`src/hw/req_frontend_defs.svh`:
```
`ifndef REQ_FRONTEND_DEFS_SVH
`define REQ_FRONTEND_DEFS_SVH

// address word and request entry fields
`define REQ_ADDR_WIDTH   32
`define REQ_ID_WIDTH     8
`define REQ_INDEX_WIDTH  6
`define REQ_OFFSET_BITS  6

// request queue
`define REQ_FIFO_DEPTH   8
`define REQ_LEVEL_WIDTH  4   // holds 0..depth

// config register block
`define CFG_ADDR_WIDTH   2
`define CFG_DATA_WIDTH   8
`define CFG_ADDR_MODE    0
`define CFG_ADDR_AFULL   1

`endif

```
`src/hw/req_frontend_pkg.sv`:
```
`default_nettype none

`include "req_frontend_defs.svh"

package req_frontend_pkg;

	// tag sits above the set index, offset picks the byte within the line
	typedef struct packed {
		logic [`REQ_ADDR_WIDTH-`REQ_INDEX_WIDTH-`REQ_OFFSET_BITS-1:0] tag;
		logic [`REQ_INDEX_WIDTH-1:0] index;
		logic [`REQ_OFFSET_BITS-1:0] offset;
	} req_addr_fields_t;

	typedef union packed {
		logic [`REQ_ADDR_WIDTH-1:0] raw;
		req_addr_fields_t fields;
	} req_addr_u;

	// one queued request
	typedef struct packed {
		logic write;   // 1 for AW, 0 for AR
		logic [`REQ_ID_WIDTH-1:0] id;
		req_addr_u addr;
	} req_entry_t;

	typedef struct packed {
		logic arb_mode;   // 0 round-robin, 1 read-first
		logic [`REQ_LEVEL_WIDTH-1:0] afull_level;
	} cfg_t;

endpackage

`default_nettype wire

```
`src/hw/frontend_cfg_regs.sv`:
```
`default_nettype none

`include "req_frontend_defs.svh"

module frontend_cfg_regs (
	input  wire logic clk,
	input  wire logic rst_n,
	input  wire logic cfg_we_i,
	input  wire logic [`CFG_ADDR_WIDTH-1:0] cfg_addr_i,
	input  wire logic [`CFG_DATA_WIDTH-1:0] cfg_wdata_i,
	output logic [`CFG_DATA_WIDTH-1:0] cfg_rdata_o,
	output req_frontend_pkg::cfg_t cfg_o
);

	always_ff @(posedge clk) begin
		if (!rst_n) begin
			cfg_o.arb_mode    <= 1'b0;   // round-robin
			cfg_o.afull_level <= `REQ_LEVEL_WIDTH'(`REQ_FIFO_DEPTH - 2);
		end else if (cfg_we_i) begin
			case (cfg_addr_i)
				`CFG_ADDR_WIDTH'(`CFG_ADDR_MODE):
					cfg_o.arb_mode <= cfg_wdata_i[0];
				`CFG_ADDR_WIDTH'(`CFG_ADDR_AFULL):
					cfg_o.afull_level <= cfg_wdata_i[`REQ_LEVEL_WIDTH-1:0];
				default: ;   // writes to unmapped addresses are ignored
			endcase
		end
	end

	// zero-filled readback
	always_comb begin
		cfg_rdata_o = '0;
		case (cfg_addr_i)
			`CFG_ADDR_WIDTH'(`CFG_ADDR_MODE):
				cfg_rdata_o[0] = cfg_o.arb_mode;
			`CFG_ADDR_WIDTH'(`CFG_ADDR_AFULL):
				cfg_rdata_o[`REQ_LEVEL_WIDTH-1:0] = cfg_o.afull_level;
			default: cfg_rdata_o = '0;
		endcase
	end

endmodule

`default_nettype wire

```
`src/hw/index_extractor.sv`:
```
`default_nettype none

`include "req_frontend_defs.svh"

module index_extractor (
	input  wire logic clk,
	input  wire logic rst_n,

	// AR channel
	input  wire logic [`REQ_ID_WIDTH-1:0] arid_i,
	input  wire logic [`REQ_ADDR_WIDTH-1:0] araddr_i,
	input  wire logic arvalid_i,
	output logic arready_o,

	// AW channel
	input  wire logic [`REQ_ID_WIDTH-1:0] awid_i,
	input  wire logic [`REQ_ADDR_WIDTH-1:0] awaddr_i,
	input  wire logic awvalid_i,
	output logic awready_o,

	// to the memory array
	output logic [`REQ_INDEX_WIDTH-1:0] index_o,

	// to the request queue
	input  wire logic fifo_afull_i,
	input  wire logic arb_mode_i,
	output logic fifo_we_o,
	output req_frontend_pkg::req_entry_t fifo_entry_o
);

	localparam logic [1:0] S_IDLE   = 2'd0;
	localparam logic [1:0] S_RGRANT = 2'd1;
	localparam logic [1:0] S_WGRANT = 2'd2;

	logic [1:0] state;
	logic prio_aw;        // set once AR was granted last
	logic pick_ar;
	logic pick_aw;
	logic grant_cycle;
	req_frontend_pkg::req_addr_u grant_addr;

	// read-first ignores the pointer, round-robin lets the loser of the last tie win
	always_comb begin
		pick_ar = arvalid_i && (!awvalid_i || arb_mode_i || !prio_aw);
		pick_aw = awvalid_i && !pick_ar;
	end

	assign grant_cycle = (state == S_RGRANT) || (state == S_WGRANT);
	assign arready_o = (state == S_RGRANT);
	assign awready_o = (state == S_WGRANT);

	always_comb begin
		grant_addr.raw = (state == S_WGRANT) ? awaddr_i : araddr_i;
	end

	always_ff @(posedge clk) begin
		if (!rst_n) begin
			state     <= S_IDLE;
			prio_aw   <= 1'b0;
			fifo_we_o <= 1'b0;
		end else begin
			fifo_we_o <= 1'b0;
			case (state)
				S_IDLE: begin
					if (!fifo_afull_i) begin
						if (pick_ar) begin
							state   <= S_RGRANT;
							prio_aw <= 1'b1;
						end else if (pick_aw) begin
							state   <= S_WGRANT;
							prio_aw <= 1'b0;
						end
					end
				end
				S_RGRANT, S_WGRANT: begin
					// request taken this cycle, entry goes out next
					state     <= S_IDLE;
					fifo_we_o <= 1'b1;
				end
				default: state <= S_IDLE;
			endcase
		end
	end

	// capture address and ID while ready is high
	always_ff @(posedge clk) begin
		if (grant_cycle) begin
			fifo_entry_o.write <= (state == S_WGRANT);
			fifo_entry_o.id    <= (state == S_WGRANT) ? awid_i : arid_i;
			fifo_entry_o.addr  <= grant_addr;
			index_o            <= grant_addr.fields.index;   // set index for the array
		end
	end

endmodule

`default_nettype wire

```
`src/hw/req_fifo.sv`:
```
`default_nettype none

`include "req_frontend_defs.svh"

module req_fifo (
	input  wire logic clk,
	input  wire logic rst_n,

	// write side, from the extractor
	input  wire logic we_i,
	input  wire req_frontend_pkg::req_entry_t entry_i,

	// read side, to the consumer
	input  wire logic pop_i,
	output req_frontend_pkg::req_entry_t entry_o,
	output logic valid_o,

	// almost-full throttle
	input  wire logic [`REQ_LEVEL_WIDTH-1:0] afull_level_i,
	output logic afull_o
);

	localparam int DEPTH = `REQ_FIFO_DEPTH;
	localparam int PTR_W = $clog2(DEPTH);

	req_frontend_pkg::req_entry_t mem [DEPTH];

	logic [PTR_W-1:0] wr_ptr;
	logic [PTR_W-1:0] rd_ptr;
	logic [`REQ_LEVEL_WIDTH-1:0] count;
	logic full;
	logic do_wr;
	logic do_rd;

	function automatic logic [PTR_W-1:0] ptr_inc(input logic [PTR_W-1:0] p);
		ptr_inc = (p == PTR_W'(DEPTH - 1)) ? '0 : p + 1'b1;
	endfunction

	assign full    = (count == `REQ_LEVEL_WIDTH'(DEPTH));
	assign valid_o = (count != '0);
	assign do_wr   = we_i && !full;    // dropped when full
	assign do_rd   = pop_i && valid_o;

	// show-ahead head
	assign entry_o = mem[rd_ptr];

	always_ff @(posedge clk) begin
		if (do_wr) begin
			mem[wr_ptr] <= entry_i;
		end
	end

	always_ff @(posedge clk) begin
		if (!rst_n) begin
			wr_ptr  <= '0;
			rd_ptr  <= '0;
			count   <= '0;
			afull_o <= 1'b0;
		end else begin
			if (do_wr) begin
				wr_ptr <= ptr_inc(wr_ptr);
			end
			if (do_rd) begin
				rd_ptr <= ptr_inc(rd_ptr);
			end
			case ({do_wr, do_rd})
				2'b10:   count <= count + 1'b1;
				2'b01:   count <= count - 1'b1;
				default: count <= count;
			endcase
			// compares the current count, so it trails a write by a cycle
			afull_o <= (count >= afull_level_i);
		end
	end

endmodule

`default_nettype wire

```
`src/hw/req_frontend.sv`:
```
`default_nettype none

`include "req_frontend_defs.svh"

module req_frontend (
	input  wire logic clk,
	input  wire logic rst_n,

	// AR channel
	input  wire logic [`REQ_ID_WIDTH-1:0] arid_i,
	input  wire logic [`REQ_ADDR_WIDTH-1:0] araddr_i,
	input  wire logic arvalid_i,
	output logic arready_o,

	// AW channel
	input  wire logic [`REQ_ID_WIDTH-1:0] awid_i,
	input  wire logic [`REQ_ADDR_WIDTH-1:0] awaddr_i,
	input  wire logic awvalid_i,
	output logic awready_o,

	// memory array index
	output logic [`REQ_INDEX_WIDTH-1:0] index_o,

	// consumer side of the request queue
	output req_frontend_pkg::req_entry_t entry_o,
	output logic entry_valid_o,
	input  wire logic pop_i,

	// config port
	input  wire logic cfg_we_i,
	input  wire logic [`CFG_ADDR_WIDTH-1:0] cfg_addr_i,
	input  wire logic [`CFG_DATA_WIDTH-1:0] cfg_wdata_i,
	output logic [`CFG_DATA_WIDTH-1:0] cfg_rdata_o
);

	req_frontend_pkg::cfg_t cfg;
	req_frontend_pkg::req_entry_t fifo_entry;
	logic fifo_we;
	logic fifo_afull;

	frontend_cfg_regs u_cfg (
		.clk         (clk),
		.rst_n       (rst_n),
		.cfg_we_i    (cfg_we_i),
		.cfg_addr_i  (cfg_addr_i),
		.cfg_wdata_i (cfg_wdata_i),
		.cfg_rdata_o (cfg_rdata_o),
		.cfg_o       (cfg)
	);

	index_extractor u_extractor (
		.clk          (clk),
		.rst_n        (rst_n),
		.arid_i       (arid_i),
		.araddr_i     (araddr_i),
		.arvalid_i    (arvalid_i),
		.arready_o    (arready_o),
		.awid_i       (awid_i),
		.awaddr_i     (awaddr_i),
		.awvalid_i    (awvalid_i),
		.awready_o    (awready_o),
		.index_o      (index_o),
		.fifo_afull_i (fifo_afull),
		.arb_mode_i   (cfg.arb_mode),
		.fifo_we_o    (fifo_we),
		.fifo_entry_o (fifo_entry)
	);

	req_fifo u_fifo (
		.clk           (clk),
		.rst_n         (rst_n),
		.we_i          (fifo_we),
		.entry_i       (fifo_entry),
		.pop_i         (pop_i),
		.entry_o       (entry_o),
		.valid_o       (entry_valid_o),
		.afull_level_i (cfg.afull_level),
		.afull_o       (fifo_afull)
	);

endmodule

`default_nettype wire

```
`config.mk`:
```
export PLATFORM = sky130hd
export DESIGN_NAME = req_frontend
export DESIGN_NICKNAME = d
export VERILOG_FILES = /design/src/hw/req_frontend_pkg.sv /design/src/hw/frontend_cfg_regs.sv /design/src/hw/index_extractor.sv /design/src/hw/req_fifo.sv /design/src/hw/req_frontend.sv
export VERILOG_INCLUDE_DIRS = /design/src /design/src/hw
export SDC_FILE = /design/constraint.sdc
export NUM_CORES = 1
export LEC_CHECK = 0
export BUFFER_PORTS_ARGS = -buffer_cell sky130_fd_sc_hd__buf_2
export CAP_MARGIN = 20
export CORE_ASPECT_RATIO = 1.4
export CORE_MARGIN = 3
export CORE_UTILIZATION = 25
export DETAILED_ROUTE_END_ITERATION = 16
export PLACE_DENSITY = 0.48
export SLEW_MARGIN = 20
export SYNTH_ARGS = -nofsm -noshare
export SYNTH_HDL_FRONTEND = slang
export SYNTH_SLANG_ARGS = --single-unit
```
`constraint.sdc`:
```
create_clock -name clk -period 11.6 [get_ports clk]
set_clock_uncertainty 0.15 [all_clocks]
set_input_delay 2.9 -clock clk [delete_from_list [all_inputs] [get_ports clk]]
set_output_delay 2.9 -clock clk [all_outputs]
set_load 0.03 [all_outputs]
```
## After elaboration in Yosys (flattened, before gate mapping)

Memories as Yosys holds them, arrays and structs flattened. A register that Yosys moved wholly into a read port is not among the register bits.
Index checks and enable logic that the tools add are counted.

| storage, ports and cells | value |
|---|---|
| memory bits (writable) | 328 |
| input bits | 96 |
| bits in read-only memories | 0 |
| memories kept | 1 |
| latch bits | 0 |
| register bits after elaboration | 67 |
| logic and storage cells | 66 |
| output and inout bits | 58 |

| cells by class | value |
|---|---|
| $mul | 0 |
| reductions and logical operators | 22 |
| order comparisons | 1 |
| shifts and indexed selects | 0 |
| divide/modulo/power cells | 0 |
| bitwise gates (word level) | 1 |
| eq/ne operators | 8 |
| mux-type cells | 16 |
| add/subtract/negate cells | 4 |

Memory list:

| memory | depth | bits a word | rd ports | clocked after Yosys merged registers in | write ports | line | source |
|---|---|---|---|---|---|---|---|
| u_fifo.mem | 8 | 41 | 1 | 1 | 1 | req_fifo.sv:26 | `req_frontend_pkg::req_entry_t mem [DEPTH];` |

Operators by type and width:

| cell | number |
|---|---|
| $mux 32 | 1 |
| $mux 3 | 5 |
| $mux 8 | 1 |
| $pmux 4 s2 | 1 |
| $reduce_and 2->1 | 4 |
| $add 3x1->3 const B | 2 |
| $eq 2x1->1 const B | 3 |
| $eq 3x3->1 const B | 2 |
| $mux 1 | 5 |
| $add 4x1->4 const B | 1 |
| $eq 2x2->1 const B | 2 |
| $eq 4x4->1 const B | 1 |
| $ge 4x4->1 | 1 |
| $logic_and 1x1->1 | 4 |
| $logic_not 1->1 | 4 |
| $logic_not 2->1 | 2 |
| $mux 2 | 2 |
| $reduce_bool 2->1 | 2 |
| $reduce_bool 4->1 | 1 |
| $sub 4x1->4 const B | 1 |
| $logic_or 1x1->1 | 3 |
| $reduce_and 3->1 | 1 |
| $pmux 1 s2 | 1 |
| $reduce_or 2->1 | 1 |
| $not 1->1 | 1 |

## Longest topological paths before layout

| depth | value |
|---|---|
| depth in word-level cells | 8 |
| depth in mapped cells | 11 |
| depth with buffers taken out | 10 |

## Hierarchy

Synthesis repeated with hierarchy kept, for this count alone.

| second synthesis, totals | value |
|---|---|
| cells, all modules | 715 |
| area, all modules | 15,710.1 um^2 |

Modules (own cells, without submodules):

| module | area each (um^2) | cells an instance | instances | seq. area each (um^2) |
|---|---|---|---|---|
| req_fifo | 13,429.1 | 567 | 1 | 10,129.7 |
| index_extractor | 1,991.9 | 115 | 1 | 1,311.3 |
| frontend_cfg_regs | 289.0 | 33 | 1 | 100.1 |

## Least setup slack after synthesis

Ideal clock, no wire load.

| path | value |
|---|---|
| path type | input port to output port |
| start point | in cfg_addr_i[0] |
| end point | out cfg_rdata_o[1] |
| stages | 2 |
| required time | 8,550 ps |
| data arrival time | 3,548 ps |
| buffers on the path | 0 |
| setup slack | 5,002 ps |
| cells stage by stage | nor2b_1 -> and2_1 |

| on the way | value |
|---|---|
| longest elaborated chain between the ends | 2 |

Ends and longest elaborated chain:

| what | line | source |
|---|---|---|
| from (decl) | req_frontend.sv:31 | `` input wire logic [`CFG_ADDR_WIDTH-1:0] cfg_addr_i, `` |
| $eq 2x1->1 | frontend_cfg_regs.sv:33 | `case (cfg_addr_i)` |
| $mux 3 | frontend_cfg_regs.sv:33 |  |
| to (decl) | req_frontend.sv:33 | `` output logic [`CFG_DATA_WIDTH-1:0] cfg_rdata_o `` |

No other way between the ends.

## Final worst setup path

| path | value |
|---|---|
| start point | in cfg_addr_i[0] |
| end point | out cfg_rdata_o[3] |

The elaborated chain is that of the path after synthesis.

==> flow_metrics.py <==
metrics = {
    "clock_network": {
        "cts.clk_slew.worst_paths_ns": 0.06,
        "cts.path.max_buffers": 3,
        "cts_tree": "built",
        "clock_latency_ns": 0.53,
        "post_cts.repair.setup_buffers": 0,
        "cts-resized-gates": 0,
        "hold_buffers": 0,
        "cts_root_buffer": "clkbuf_16",
        "clock_sinks": 392,
        "htree_levels": 2,
        "numCtsBuffers": 41,
    },
    "critical_path": {
        "critPathArrivalTime_ns": 3.78,
        "crit_required_ns": 8.55,
        "crit_path_end_kind": "output port",
        "path_max_fanout": 8,
        "path_class": "in -> out",
        "startpoint_type": "input pin",
    },
    "final_layout": {
        "drive_gt1_share_pct": 35.24,
        "nNetsFinal": 989,
        "area_growth_pct": 19.67,
    },
    "yosys": {
        "yosysTopAreaCellShare_pct": 70.85,
        "synth_xor_area_share_pct": 0.1680,
        "synth.most_common_cell": "edfxtp_1",
        "synth.avg_cell_area_sq_um": 21.81,
        "ys_seq_area_share_pct": 73.80,
        "synth-compound-area-share_pct": 1.048,
        "muxShareOfSynthArea_pct": 19.82,
        "synth.cells.most_frequent": "369 x edfxtp_1, 81 x mux2_2, 80 x mux4_1",
        "synthAdderAreaFrac_pct": 1.120,
        "synthSimpleGateAreaFrac_pct": 2.056,
        "synth-edff-count": 369,
        "synth_cells": 717,
        "synth.area.top_cells": "edfxtp_1 71%, mux4_1 13%, mux2_2 5.8%",
        "synthArstFlopShare_pct": 0,
        "syn-cell-area_sq_um": 15640,
        "synth_top_family_by_area": "multiplexers",
        "ys.flop_type": "edfxtp_1",
        "synth_top_area_cell": "edfxtp_1",
        "yosysWarnings": 0,
        "synth.ff_latch_count": 392,
        "synth_cell_types": 39,
    },
    "power": {
        "p_leak_nw": 6.196,
        "comb_power_share_pct": 16.1,
        "p_int_mw": 2.750,
        "clkPwrFrac_pct": 36.5,
        "power_density_nw_per_um2": 197.7,
        "finalPower_mw": 3.699,
        "vdd_drop_max_mv": 0.1066,
        "seq_power_share_pct": 47.4,
        "swShare_pct": 25.65,
        "switchingPower_mw": 0.9487,
    },
    "timing": {
        "fmax_ghz": 0.1465,
        "setup_viol": 0,
        "tightest_slew_ns": 0.8952,
        "rsz0062_at_grt": "no",
        "min_period_ns": 6.828,
        "hold_violations": 0,
        "max_slew_margin_pct": 40.32,
        "slew_violations": 0,
        "finalSetupTns_ns": 0,
        "fin_crit_sh_pct": 58.86,
    },
    "global_routing": {
        "gr-usage-met3_pct": 1.698,
        "overflow": 0,
        "grt_pass1_vias": 7829,
        "grt_max_degree": 51,
        "grt_pass1_wl_um": 50800,
        "busiest_layer": "met2",
        "met2_usage_pct": 18.48,
        "grt_use_total_pct": 10.52,
        "antenna_found_initial": 1,
        "grt_util_met1_pct": 13.27,
    },
    "detailed_routing": {
        "drt_iter0_drc": 324,
        "drc": 0,
        "vias": 7256,
        "wl_um": 34450,
        "ant_nets": 0,
        "via_per_inst": 4.204,
        "firstDrtPassIters": 4,
        "wl_per_cell_um": 19.96,
    },
    "placed_design": {
        "gp_congestion": 0.6564,
        "port_buffers": 145,
        "hpwl_um": 17670,
    },
    "worst_hold_path": {
        "hp-class": "reg -> reg",
    },
    "die": {
        "start_util_pct": 25.45,
        "io_pins": 154,
        "die_h_um": 301.9,
        "fp-row-count": 107,
        "die-area_sq_um": 65630,
        "coreArea_sq_um": 61450,
        "dieWidth_um": 217.4,
    },
    "status": {
        "status": "completed",
    },
    "run": {
        "maxCapViolations": 0,
    },
}
==> power by group through the flow <==
stage          Sequential (mW)  Combinational, mW  Clock (mW)
2_1_floorplan             1.73              0.484           0
3_3_place_gp              1.78              0.611           0
3_5_place_dp              1.79              0.613           0
4_1_cts                   1.76              0.616        1.41
5_1_grt                   1.77              0.643        1.46
6_report                  1.75              0.594        1.35
==> flip-flops by register name (all words and copies together), names as in the netlist, 2 cells and up, named ones only <==
name	cells
u_fifo.count	4
u_fifo.rd_ptr	3
u_fifo.mem	328
u_cfg.cfg_o	5
u_extractor.state	2
u_fifo.wr_ptr	3
u_extractor.fifo_entry_o	41
==> cells in the final DEF (no fill, tap or decap), types with 7 or more instances in the layout <==
cell	synthesis	final
a21boi_0	10	10
buf_2	2	145
buf_4	10	13
bufinv_16	0	7
clkbuf_16	0	42
dfxtp_1	23	20
edfxtp_1	369	369
ha_1	14	12
inv_1	11	11
mux2_2	81	81
mux4_1	80	80
nand2_1	20	20
nand3_1	9	9
o21ai_0	7	7
==> logic make-up after synthesis <==
family,after synthesis
other,1
AOI/OAI and AO/OA,25
DFF,392
buffers and inverters,53
adders and majority gates,14
and+or+nand+nor,62
xor gates and xnor gates,3
muxes,167
==> final cells by class <==
type	count	area, sq um
inverters	11	41.29
diodes	1	2.502
repair buffers	158	823.3
flip-flops and latches	392	11550
clock inverters	25	322.8
well taps	817	1022
multi-input cells	275	3882
fillers	5994	42740
clock buffers	47	1070
==> final timing paths <==
kind / from / end / slack (ns) / cells after the start
worst max-delay path: cfg_addr_i[0] / cfg_rdata_o[3] / 4.77 / 4
worst min register to register: u_cfg.cfg_o[4]$_SDFFE_PN0P_ / u_cfg.cfg_o[4]$_SDFFE_PN0P_ / 0.33 / 2
worst min-delay path: u_cfg.cfg_o[4]$_SDFFE_PN0P_ / u_cfg.cfg_o[4]$_SDFFE_PN0P_ / 0.33 / 2
worst max register to register: u_fifo.count[1]$_SDFFE_PN0P_ / u_fifo.count[2]$_SDFFE_PN0P_ / 8.83 / 10
==> stage by stage <==
step	utilization, %	hold WS, ns	setup slack, ns	area (sq um)	instances
3_3_place_gp	28.18	0.3296	4.791	17320	1653
2_1_floorplan	-	0.3007	5.002	15650	720
6_report	30.45	0.3330	4.772	18710	1726
3_5_place_dp	28.18	0.3311	4.773	17320	1653
5_1_grt	30.45	0.3527	4.687	18710	1725
4_1_cts	30.45	0.3403	4.768	18710	1725
==> layer usage <==
layer	share of wire [%]	vias up
li1	-	3319
met3	3.7	44
met5	0	-
met2	52	128
met4	2.3	0
met1	42	3765
==> worst max-delay path, stage by stage <==
cell,delay [ns]
buf_2,0.10
nor2b_1,0.38
and2_1,0.19
buf_2,0.19
(Power assumes the default switching activity.)
